`src/verilog/mem_settings.svh`:
```
// ####################
// Banked memory sizing
// Bank count, bank depth and address widths
// ####################

`ifndef MEM_SETTINGS_SVH
`define MEM_SETTINGS_SVH

// Interleaved banks, power of two
`define MEM_BANKS 4

// Bank index width, log2 of MEM_BANKS
`define MEM_BANK_SEL_W 2

// Word address inside one bank
`define MEM_BANK_AW 10

// Byte address: lane bits, bank index, bank word
`define MEM_AW (2 + `MEM_BANK_SEL_W + `MEM_BANK_AW)

`endif

```
`src/verilog/mem_pkg.sv`:
```
// ####################
// Banked memory types
// Access size and byte/halfword word views
// ####################

package mem_pkg;

    // ####################
    // Access size
    // ####################

    typedef enum logic [1:0] {
        size_byte = 2'd0,   // 8 bit
        size_half = 2'd1,   // 16 bit, lane bit 0 clear
        size_word = 2'd2    // 32 bit, both lane bits clear
    } access_size_e;

    // ####################
    // Data word
    // ####################

    // Same 32 bits seen as lanes or as halves
    typedef union packed {
        logic [3:0][7:0]  bytes;    // Lane 0 is bits 7:0
        logic [1:0][15:0] halves;   // Half 0 is bits 15:0
    } mem_word_u;

endpackage

```
`src/verilog/load_align.sv`:
```
// ####################
// Load return path
// Picks the answering bank, extracts and extends the load value
// ####################

`include "mem_settings.svh"

module load_align
    import mem_pkg::*;
(
    input  logic                       clk,
    input  logic                       arst_n_i,
    input  logic                       load_i,
    input  logic                       misaligned_i,
    input  logic [`MEM_BANK_SEL_W-1:0] bank_idx_i,
    input  logic [1:0]                 lane_i,
    input  access_size_e               size_i,
    input  logic                       unsigned_i,
    input  logic [31:0]                bank_rdata_i [`MEM_BANKS],
    output logic                       rvalid_o,
    output logic                       err_o,
    output mem_word_u                  rdata_o
);

    logic [`MEM_BANK_SEL_W-1:0] bank_idx_q;
    logic [1:0]                 lane_q;
    access_size_e               size_q;
    logic                       unsigned_q;
    mem_word_u                  rd_word;
    logic [7:0]                 rd_byte;
    logic [15:0]                rd_half;

    // ####################
    // Request stage
    // ####################

    always_ff @(posedge clk or negedge arst_n_i) begin
        if (!arst_n_i) begin
            rvalid_o <= 1'b0;
            err_o    <= 1'b0;
        end else begin
            rvalid_o <= load_i;
            err_o    <= misaligned_i;
        end
    end

    always_ff @(posedge clk) begin
        if (load_i) begin                   // Fields of the pending load
            bank_idx_q <= bank_idx_i;
            lane_q     <= lane_i;
            size_q     <= size_i;
            unsigned_q <= unsigned_i;
        end
    end

    // ####################
    // Extract and extend
    // ####################

    assign rd_word = bank_rdata_i[bank_idx_q];
    assign rd_byte = rd_word.bytes[lane_q];
    assign rd_half = rd_word.halves[lane_q[1]];

    always_comb begin
        case (size_q)
            size_byte: rdata_o = {{24{rd_byte[7] & ~unsigned_q}}, rd_byte};
            size_half: rdata_o = {{16{rd_half[15] & ~unsigned_q}}, rd_half};
            default:   rdata_o = rd_word;
        endcase
    end

endmodule

```
`config.mk`:
```
export PLATFORM = sky130hd
export DESIGN_NAME = load_align
export DESIGN_NICKNAME = d
export VERILOG_FILES = /design/src/verilog/mem_pkg.sv /design/src/verilog/load_align.sv
export VERILOG_INCLUDE_DIRS = /design/src /design/src/verilog
export SDC_FILE = /design/constraint.sdc
export NUM_CORES = 1
export LEC_CHECK = 0
export ABC_AREA = 0
export BUFFER_PORTS_ARGS = -buffer_cell sky130_fd_sc_hd__buf_2
export CAP_MARGIN = 20
export CORE_MARGIN = 2
export CORE_UTILIZATION = 36
export DETAILED_ROUTE_END_ITERATION = 16
export PLACE_DENSITY = 0.78
export SETUP_SLACK_MARGIN = 0.05
export SLEW_MARGIN = 10
export SYNTH_ARGS = -nofsm -noshare
export SYNTH_HDL_FRONTEND = slang
export SYNTH_SLANG_ARGS = --single-unit
```
`constraint.sdc`:
```
create_clock -name clk -period 2.25 [get_ports clk]
set_input_delay 0.45 -clock clk [delete_from_list [all_inputs] [get_ports clk]]
set_output_delay 0.45 -clock clk [all_outputs]
set_load 0.005 [all_outputs]
```
==> flow_summary.yaml <==
detailed_routing:
  first_iter_violations: 124
  drtAntennaViolNets: 0
  viasPerCell: 5.80
  first_pass_iters: 4
  post-route-drc-count: 0
  vias: 2620
  wl_um: 8530
  wl_per_cell_um: 18.9
synth:
  yosysWarnings: 0
  synthCells: 192
  synth_edf_count: 7
  avgSynthCellArea_um2: 10.9
  syn_nets: 331
  synthAdderAreaFrac: 0
  synth_mux_area_frac: 0.559
  ys_types: 33
  synth_flop_cell: "edfxtp_1"
  synth_simple_gate_area_frac: 0.125
  synth_compound_area_frac: 0.133
  syn_area_um2: 2100
  ys_seq_area_frac: 0.124
  synth_top_family_by_area: "multiplexers"
  ys_ff_latch: 9
  synthArstFlopShare: 0.222
  synthXorXnorAreaFrac: 0
placement:
  dpl.hpwl_um: 6700
  io_buffers: 172
  gp_congestion: 0.861
global_route:
  grt_max_degree: 29
  grtUsageTotal: 0.246
  grt_pass1_vias: 2602
  overflow: 0
  grt_antenna_before_repair: 0
  grt_pass1_wl_um: 12400
setup_path:
  start_kind: "flip-flop"
  crit_chain: "buf_6 -> mux2i_1 -> mux4_2 -> or4_4 -> buf_8 -> a31oi_2 -> buf_2"
  critical_path_class: "flip-flop to primary output"
  cp_max_fo: 11
  slowest_delay_ns: 0.49
  crit_buf_inv: 3
  end_kind: "primary output"
  cp.required_ns: 1.80
  slowest_stage: "mux4_2"
  cp_top_family: "multiplexers"
  crit_arrival_ns: 2.34
cells_and_area:
  antenna_cells: 0
  num-nets-final: 520
  final_cell_mix: "172 x buf_2, 44 x mux4_2, 23 x buf_4, 18 x nand2_1, 16 x nand3_1"
  seqCellArea_um2: 260
  nFillCells: 462
  final_util: 0.648
  syn2layout_area_growth_pct: 72.2
  drive_gt1_frac: 0.761
  final_common_cell: "buf_2"
  multi_input_comb_area_um2: 1950
power_and_ir_drop:
  powerDensity_nw_per_um2: 387
  max-vdd-ir-drop_mv: 0.336
  power_mw: 1.40
  p_leak_nw: 1.67
floorplan:
  start_util: 0.376
  die_x_um: 80.3
  core-area_um2: 5570
  die_area_um2: 6450
  ios: 173
  die_h_um: 80.3
  rows: 27
sta:
  fin_ws_ns: -0.539
  worst_slew_pin_slew_ns: 0.656
  fin_hold_ws_ns: 0.303
  hold_viol_final: 0
  slew_violations: 0
  finalSetupTns_ns: -14.04
  min_period_ns: 2.79
  min_period_over_period: 1.24
  rsz0062_at_grt: "true"
  slew_headroom: 0.562
  fmax_mhz: 359
  setup-violations-final: 32
clock_network:
  cts_tree: "done"
  cts_max_level: 1
  cts_buffer_depth: 2
  clkSinkCount: 9
  cts-root-buf: "clkbuf_8"
  numCtsBuffers: 3
  path_clk_slew_ns: 0.05
job:
  drv_cap: 0
min_path:
  hold_path_class: "input port to flip-flop"
  worstHoldPathCells: 1
  worstHoldEndpoint: "err_o"
  hold_path.startpoint: "misaligned_i"
outcome:
  status: "finished, violations left"
  violations: "setup timing"
[layer usage]
layer	vias up	global-route usage	wire, µm
met3	12	0.0371	783
met1	1248	0.290	3130
met4	0	0.0458	118
li1	1188	-	-
met5	-	0	0
met2	172	0.473	4500
[cell usage after synthesis (all sizes together) (3+ instances only)]
library cell,instances,area share
mux4,44,0.47
nand2,18,0.032
nand3,16,0.038
buf,12,0.032
clkbuf,12,0.021
a21oi,9,0.021
mux2,9,0.048
nor2,9,0.016
a31oi,8,0.024
mux2i,8,0.038
a2bb2oi,7,0.029
edfxtp,7,0.10
o32ai,7,0.029
inv,3,0.0054
nor2b,3,0.0090
[metrics by stage]
| stage | area, µm² | worst slack [ns] | instances |
|---|---|---|---|
| 6_report | 3610 | -0.539 | 452 |
| 5_1_grt | 3610 | -0.610 | 452 |
| 4_1_cts | 3460 | -0.525 | 446 |
| 3_5_place_dp | 3210 | -0.368 | 437 |
| 3_3_place_gp | 3210 | -0.282 | 437 |
| 2_1_floorplan | 2130 | -0.100 | 192 |
[cell type report]
class	count	area share
Multi-Input combinational cell	156	0.540
Timing Repair Buffer	208	0.348
Sequential cell	9	0.0721
Tap cell	72	0.0250
Clock buffer	4	0.0125
Inverter	3	0.00312
[cell families after synthesis]
logic type	count (synthesis)
compound gates	39
buf+inv	27
simple gates	56
mux	61
flops	9
[registers in the layout, indices dropped and copies added (netlist names)]
| name | count |
|---|---|
| bank_idx_q | 2 |
| err_o | 1 |
| lane_q | 2 |
| rvalid_o | 1 |
| size_q | 2 |
| unsigned_q | 1 |
[where the power goes]
part           total (mW)  leakage, nW  internal [mW]  switching (mW)
sequential          0.202       0.0918          0.194         0.00818
combinational       0.992         1.56          0.562           0.430
clock               0.203       0.0228          0.125          0.0785
total                1.40         1.67          0.880           0.517
[how the worst max path moves through the flow]
| stage | to | cells past startpoint | from | slack (ns) |
|---|---|---|---|---|
| floorplan | rdata_o[11] | 7 | bank_idx_q[1] | -0.1 |
| global placement | rdata_o[12] | 7 | bank_idx_q[1] | -0.28 |
| detailed placement | rdata_o[12] | 7 | bank_idx_q[1] | -0.37 |
| CTS | rdata_o[11] | 7 | bank_idx_q[1] | -0.52 |
| global route | rdata_o[11] | 7 | bank_idx_q[1] | -0.61 |
| finish | rdata_o[12] | 7 | bank_idx_q[1] | -0.54 |
[timing repair]
item	CTS	global route
setup endpoints to repair	32	32
endpoints found under the hold margin	2	0
pin swaps	3	9
buffers inserted	2	8
hold buffers	1	0
gates cloned	2	0
resized for setup	25	20
Note: power is estimated with default switching activity, not from simulation.
