### config.mk
export PLATFORM = sky130hd
export DESIGN_NAME = bank_sel
export DESIGN_NICKNAME = d
export VERILOG_FILES = /design/src/verilog/mem_pkg.sv /design/src/verilog/bank_sel.sv
export VERILOG_INCLUDE_DIRS = /design/src /design/src/verilog
export SDC_FILE = /design/constraint.sdc
export NUM_CORES = 1
export LEC_CHECK = 0
export BUFFER_PORTS_ARGS = -buffer_cell sky130_fd_sc_hd__buf_2
export CAP_MARGIN = 20
export CORE_MARGIN = 2
export CORE_UTILIZATION = 30
export DETAILED_ROUTE_END_ITERATION = 16
export PLACE_DENSITY = 0.93
export SYNTH_ARGS = -nofsm -noshare
export SYNTH_HDL_FRONTEND = slang
export SYNTH_SLANG_ARGS = --single-unit
### constraint.sdc
create_clock -name vclk -period 1.75
set_clock_uncertainty 0.15 [all_clocks]
set_input_delay 0.35 -clock vclk [all_inputs]
set_output_delay 0.35 -clock vclk [all_outputs]
set_load 0.02 [all_outputs]
### src/verilog/mem_settings.svh
// ####################
// Banked memory sizing
// Bank count, bank depth and address widths
// ####################

`ifndef MEM_SETTINGS_SVH
`define MEM_SETTINGS_SVH

// Interleaved banks, power of two
`define MEM_BANKS 4

// Bank index width, log2 of MEM_BANKS
`define MEM_BANK_SEL_W 2

// Word address inside one bank
`define MEM_BANK_AW 10

// Byte address: lane bits, bank index, bank word
`define MEM_AW (2 + `MEM_BANK_SEL_W + `MEM_BANK_AW)

`endif

### src/verilog/mem_pkg.sv
// ####################
// Banked memory types
// Access size and byte/halfword word views
// ####################

package mem_pkg;

    // ####################
    // Access size
    // ####################

    typedef enum logic [1:0] {
        size_byte = 2'd0,   // 8 bit
        size_half = 2'd1,   // 16 bit, lane bit 0 clear
        size_word = 2'd2    // 32 bit, both lane bits clear
    } access_size_e;

    // ####################
    // Data word
    // ####################

    // Same 32 bits seen as lanes or as halves
    typedef union packed {
        logic [3:0][7:0]  bytes;    // Lane 0 is bits 7:0
        logic [1:0][15:0] halves;   // Half 0 is bits 15:0
    } mem_word_u;

endpackage

### src/verilog/bank_sel.sv
// ####################
// Bank request decode
// Splits the byte address, checks alignment, places store lanes
// ####################

`include "mem_settings.svh"

module bank_sel
    import mem_pkg::*;
(
    input  logic                       req_i,
    input  logic                       we_i,
    input  logic [`MEM_AW-1:0]         addr_i,
    input  access_size_e               size_i,
    input  mem_word_u                  wdata_i,
    output logic [`MEM_BANKS-1:0]      bank_sel_o,
    output logic [`MEM_BANK_AW-1:0]    bank_addr_o,
    output logic                       bank_we_o,
    output logic [3:0]                 bank_mask_o,
    output mem_word_u                  bank_wdata_o,
    output logic                       load_o,
    output logic                       misaligned_o,
    output logic [`MEM_BANK_SEL_W-1:0] bank_idx_o
);

    logic [1:0] lane;
    logic       misaligned;
    logic       accept;

    // ####################
    // Address split
    // ####################

    assign lane        = addr_i[1:0];
    assign bank_idx_o  = addr_i[2 +: `MEM_BANK_SEL_W];
    assign bank_addr_o = addr_i[`MEM_AW-1 -: `MEM_BANK_AW];

    always_comb begin
        case (size_i)
            size_byte: misaligned = 1'b0;
            size_half: misaligned = lane[0];
            size_word: misaligned = |lane;
            default:   misaligned = 1'b1;   // Undefined size code
        endcase
    end

    assign accept       = req_i & ~misaligned;
    assign misaligned_o = req_i & misaligned;
    assign load_o       = accept & ~we_i;
    assign bank_we_o    = accept & we_i;
    assign bank_sel_o   = accept ? (`MEM_BANKS'(1) << bank_idx_o) : '0;

    // ####################
    // Store lane placement
    // ####################

    always_comb begin
        bank_wdata_o = wdata_i;             // Word uses all lanes
        bank_mask_o  = 4'b1111;
        case (size_i)
            size_byte: begin
                for (int i = 0; i < 4; i++) begin
                    bank_wdata_o.bytes[i] = wdata_i.bytes[0];
                end
                bank_mask_o = 4'b0001 << lane;
            end
            size_half: begin
                bank_wdata_o.halves[0] = wdata_i.halves[0];
                bank_wdata_o.halves[1] = wdata_i.halves[0];
                bank_mask_o = lane[1] ? 4'b1100 : 4'b0011;
            end
            default: ;
        endcase
    end

endmodule

==> run metrics, run 1 <==
Final nets 212; RSZ-0062 raised after global routing yes; Slew @ Worst Pin 0.237 ns; critical path type primary input to output port; full die area 0.00257 mm2; Synth Area per Inst 7.52 um2; CP Data Required Time 1.25 ns; final wirelength 2.37 mm; Slew Limit Fails 0; Leakage 0.669 nW; Die H 50.7 um; Synth warnings 0; chip width 50.7 um; Core ar. 0.00200 mm2; Final setup violation count 9; PwrDens 328 mW/mm2; fraction of layout cells with a size suffix above 1 75.6%; antenna-violating nets left 0; failing checks setup timing; I/O Buffers 85; wire per inst 12.7 um; Mapped Area 654 um2; antenna violations before repair 0; most common cell after layout, fill and taps aside buf_2; Total GRT Usage 17.6%; syn nets 137; Tot Pwr 400 uW; Post-Synthesis Cells 87; worst IR drop on VDD 217 uV; pre-CTS WS -0.242 ns; status complete, but fails checks; grt total ovfl 0; final std cells w/o fill 187; fmax 539 MHz; pin count of the biggest net entering global routing 18; CP Max Fanout 6; Ant. Diodes 0; fin crit share 106%; Synth-to-Final Area Change 86.4%; Seq cells 0; DRT iter0 DRCs 12; first-pass GRT wire length 3.68 mm; Final Wtd Congestion 0.708; # hold bufs at CTS 0; placed insts 185; post-layout util 60.9%; First-pass DRT Iterations 4; clock buf count 0; Vias 891; Netlist cell types 21; Fin. Hold Viols 0; io pins 105; most frequent cells in the layout buf_2, buf_4, buf_6; Hold Path Stages 0; Site Rows 16; DR vias/cell 4.76; path type of the worst min-delay path primary input to output port; vias in the first global route 843; Slew HR 84.2%; Max Cap Viol 0; WHS Endpoint bank_addr_o[7]; fin crit period 1.86 ns; CP Capture Type output port; sequential cell area 0 um2; Min-Delay Startpoint addr_i[11]; starting density of the core 32.7%; DP HPWL 1.81 mm; final setup margin -0.106 ns; CP Launch Type primary input; DRC errors left 0; post-synthesis sequential area ratio 0%; Critical Path AT 1.36 ns
## repair_timing
item                       in CTS  in global routing
gates resized for setup        47                  4
setup endpoints to repair      15                 20
buffers inserted                2                  1
pin swaps                       4                  2
## cell usage after synthesis
library cell / instances / share of area, %
o21ai_1: 8 / 6.1
a2111oi_4: 1 / 4.2
nand3b_1: 1 / 1.1
buf_4: 20 / 23
nor2_2: 1 / 0.96
nor2_1: 1 / 0.57
mux2i_1: 8 / 12
or3_1: 1 / 0.96
nand2b_1: 1 / 0.96
clkbuf_1: 2 / 1.1
buf_2: 3 / 2.3
mux2_2: 14 / 24
mux2_1: 2 / 3.4
nand3_1: 1 / 0.76
nand2_1: 10 / 5.7
inv_1: 2 / 1.1
a21oi_1: 3 / 2.3
and3_1: 1 / 0.96
a211oi_1: 2 / 2.3
o21bai_1: 2 / 2.3
a21o_1: 3 / 3.4
## critical path: stages
cell and delay (ns):
buf_6 0.09, or3_4 0.41, buf_6 0.15, a211oi_2 0.18
buf_4 0.17
## logic make-up (layout without fill, tap and decap cells)
group / Yosys count / count (layout) / share of synthesized area, %
buffers and inverters: 27 / 100 / 27.5
multiplexers: 24 / 24 / 39.8
AO/OA/AOI/OAI: 19 / 19 / 20.6
AND/OR/NAND/NOR: 17 / 17 / 12.0
## power breakdown
part / switching [mW] / internal [mW]
clock network: 0 / 0
logic: 0.206 / 0.195
registers: 0 / 0
## how the worst max path moves through the flow
stage / from / slack [ns] / to / cells past startpoint
global placement: size_i[0] / -0.19 / bank_sel_o[0] / 4
detailed placement: size_i[0] / -0.24 / bank_sel_o[1] / 5
floorplan: size_i[0] / -0.16 / bank_sel_o[1] / 3
finish: addr_i[0] / -0.11 / load_o / 5
CTS: addr_i[0] / -0.09 / bank_sel_o[1] / 5
global route: addr_i[0] / -0.14 / bank_sel_o[1] / 5
## metal layers
| layer | wire [um] | vias to the layer above | part of all wire (%) | GRT usage [%] |
|---|---|---|---|---|
| li1 | - | 434 | - | - |
| met1 | 920 | 397 | 39 | 20.9 |
| met2 | 1210 | 56 | 51 | 34.0 |
| met3 | 221 | 4 | 9.3 | 2.98 |
| met4 | 12 | 0 | 0.51 | 0.901 |
| met5 | 0 | - | 0 | 0 |
## stage by stage
step                      hold slack (ns)  setup TNS (ns)  area (um2)
after floorplan                     0.589          -0.401         661
after global placement              0.550           -1.77        1020
after detailed placement            0.550           -2.06        1020
after CTS                           0.550          -0.477        1210
after global routing                0.550          -0.950        1220
final                               0.550          -0.547        1220
## cell type report
cell class,count,area [um2]
fillers,171,782
inverters,2,7.51
multi-input cells,60,537
well taps,27,33.8
repair buffers,98,642
(Power assumes the default switching activity.)
==> run 2: changes to the inputs <==
--- a/config.mk
+++ b/config.mk
@@ -12,6 +12,7 @@
 export CORE_UTILIZATION = 30
 export DETAILED_ROUTE_END_ITERATION = 16
 export PLACE_DENSITY = 0.93
+export SKIP_LAST_GASP = 1
 export SYNTH_ARGS = -nofsm -noshare
 export SYNTH_HDL_FRONTEND = slang
 export SYNTH_SLANG_ARGS = --single-unit
==> run 2 against run 1 <==
Against the previous run:
- the flow still finishes with violations (setup timing)
- count of clock-buffer cells in the layout unchanged
- die area unchanged
- first-iteration DRC count down 25%
- critical path depth did not move
- via count stayed put
- hold slack unchanged
- global-route usage increased by 0.12 points
- cell count shrank 0.53%
- critical path type unchanged
- largest power group unchanged
==> run metrics, run 2 (synthesized netlist as in run 1, its figures left out) <==
status complete, but fails checks; failing checks setup timing; Hold Path Stages 0; worst IR drop on VDD 212 uV; wire per inst 12.8 um; Most common cell on crit path buf_6; final std cells w/o fill 186; DRC errors left 0; critical path type primary input to output port; Worst Path Buf+Inv 3; chip width 50.7 um; fin crit share 106%; CP Launch Type primary input; sequential cell area 0 um2; fin crit period 1.85 ns; Min-Delay Startpoint addr_i[11]; RSZ-0062 raised after global routing yes; Slew @ Worst Pin 0.237 ns; starting density of the core 32.7%; Seq cells 0; CP Data Required Time 1.25 ns; slowest stage cell, crit path or3_4; grt total ovfl 0; Slew HR 84.2%; max incr delay on CP 0.41 ns; WHS Endpoint bank_addr_o[7]; First-pass DRT Iterations 4; clock buf count 0; most common cell after layout, fill and taps aside buf_2; PwrDens 328 mW/mm2; I/O Buffers 85; placed insts 185; Max Cap Viol 0; Tot Pwr 395 uW; antenna-violating nets left 0; Synth-to-Final Area Change 84.1%; DRT iter0 DRCs 9; Die H 50.7 um; Final Wtd Congestion 0.708; multi-input logic area 537 um2; DR vias/cell 4.79; Slew Limit Fails 0; CP Capture Type output port; final setup margin -0.101 ns; fraction of layout cells with a size suffix above 1 75.5%; CP Max Fanout 6; Ant. Diodes 0; Fin. Hold Viols 0; full die area 0.00257 mm2; Total GRT Usage 17.7%; pin count of the biggest net entering global routing 18; fmax 540 MHz; Vias 891; Site Rows 16; io pins 105; DP HPWL 1.81 mm; first-pass GRT wire length 3.73 mm; Final setup violation count 9; vias in the first global route 845; Final nets 211; Leakage 0.662 nW; final wirelength 2.37 mm; Core ar. 0.00200 mm2; most frequent cells in the layout buf_2, buf_6, buf_4; Critical Path AT 1.35 ns; crit-path cells buf_6 -> or3_4 -> buf_6 -> a211oi_2 -> buf_4; cell family with the largest share of critical-path delay buffers and inverters; antenna violations before repair 0; fill count 176; path type of the worst min-delay path primary input to output port
run 2: changes by cell type in the layout (fill, tap and decap cells not counted):
cell   delta
buf_4     -4
buf_2     +3
run 2: worst max-delay path by stage:
stage	to	start	cells after the start	slack, ns
3_5_place_dp	bank_sel_o[1]	size_i[0]	5	-0.24
6_report	load_o	addr_i[0]	5	-0.10
4_1_cts	bank_sel_o[1]	addr_i[0]	5	-0.09
5_1_grt	bank_sel_o[1]	addr_i[0]	5	-0.14
2_1_floorplan	bank_sel_o[1]	size_i[0]	3	-0.16
3_3_place_gp	bank_sel_o[0]	size_i[0]	4	-0.19
run 2: area by class of cell:
type	instances	share of cell area, %
inverters	2	0.623
repair buffers	97	52.0
multi-input cells	60	44.5
well taps	27	2.80
run 2: per-stage QoR:
step	instance area [um2]	hold slack [ns]	util, %	setup slack (ns)	setup TNS, ns
2_1_floorplan	661	0.589	-	-0.157	-0.401
5_1_grt	1200	0.550	60.2	-0.141	-0.843
6_report	1200	0.550	60.2	-0.101	-0.457
4_1_cts	1190	0.550	59.5	-0.0914	-0.632
3_5_place_dp	1020	0.550	51.1	-0.242	-2.06
3_3_place_gp	1020	0.550	51.1	-0.186	-1.77
run 2: repair_timing:
action                                  in CTS  in global routing
gates resized for setup                     42                  5
hold buffers                                 0                  0
pin swaps                                    4                  2
endpoints found under the setup margin      15                 27
buffers inserted                             2                  0
hold endpoints to repair                     0                  0
run 2: routing by layer:
metal  track usage, %  up-vias  wire length (um)
li1                 -      432                 -
met3             2.98        4               221
met1             20.0      399               894
met2             35.5       56              1240
met5                0        -                 0
met4            0.901        0                12
run 2: power by group:
group	switching, mW	internal (mW)	total, mW
clock network	0	0	0
logic	0.205	0.190	0.395
registers	0	0	0
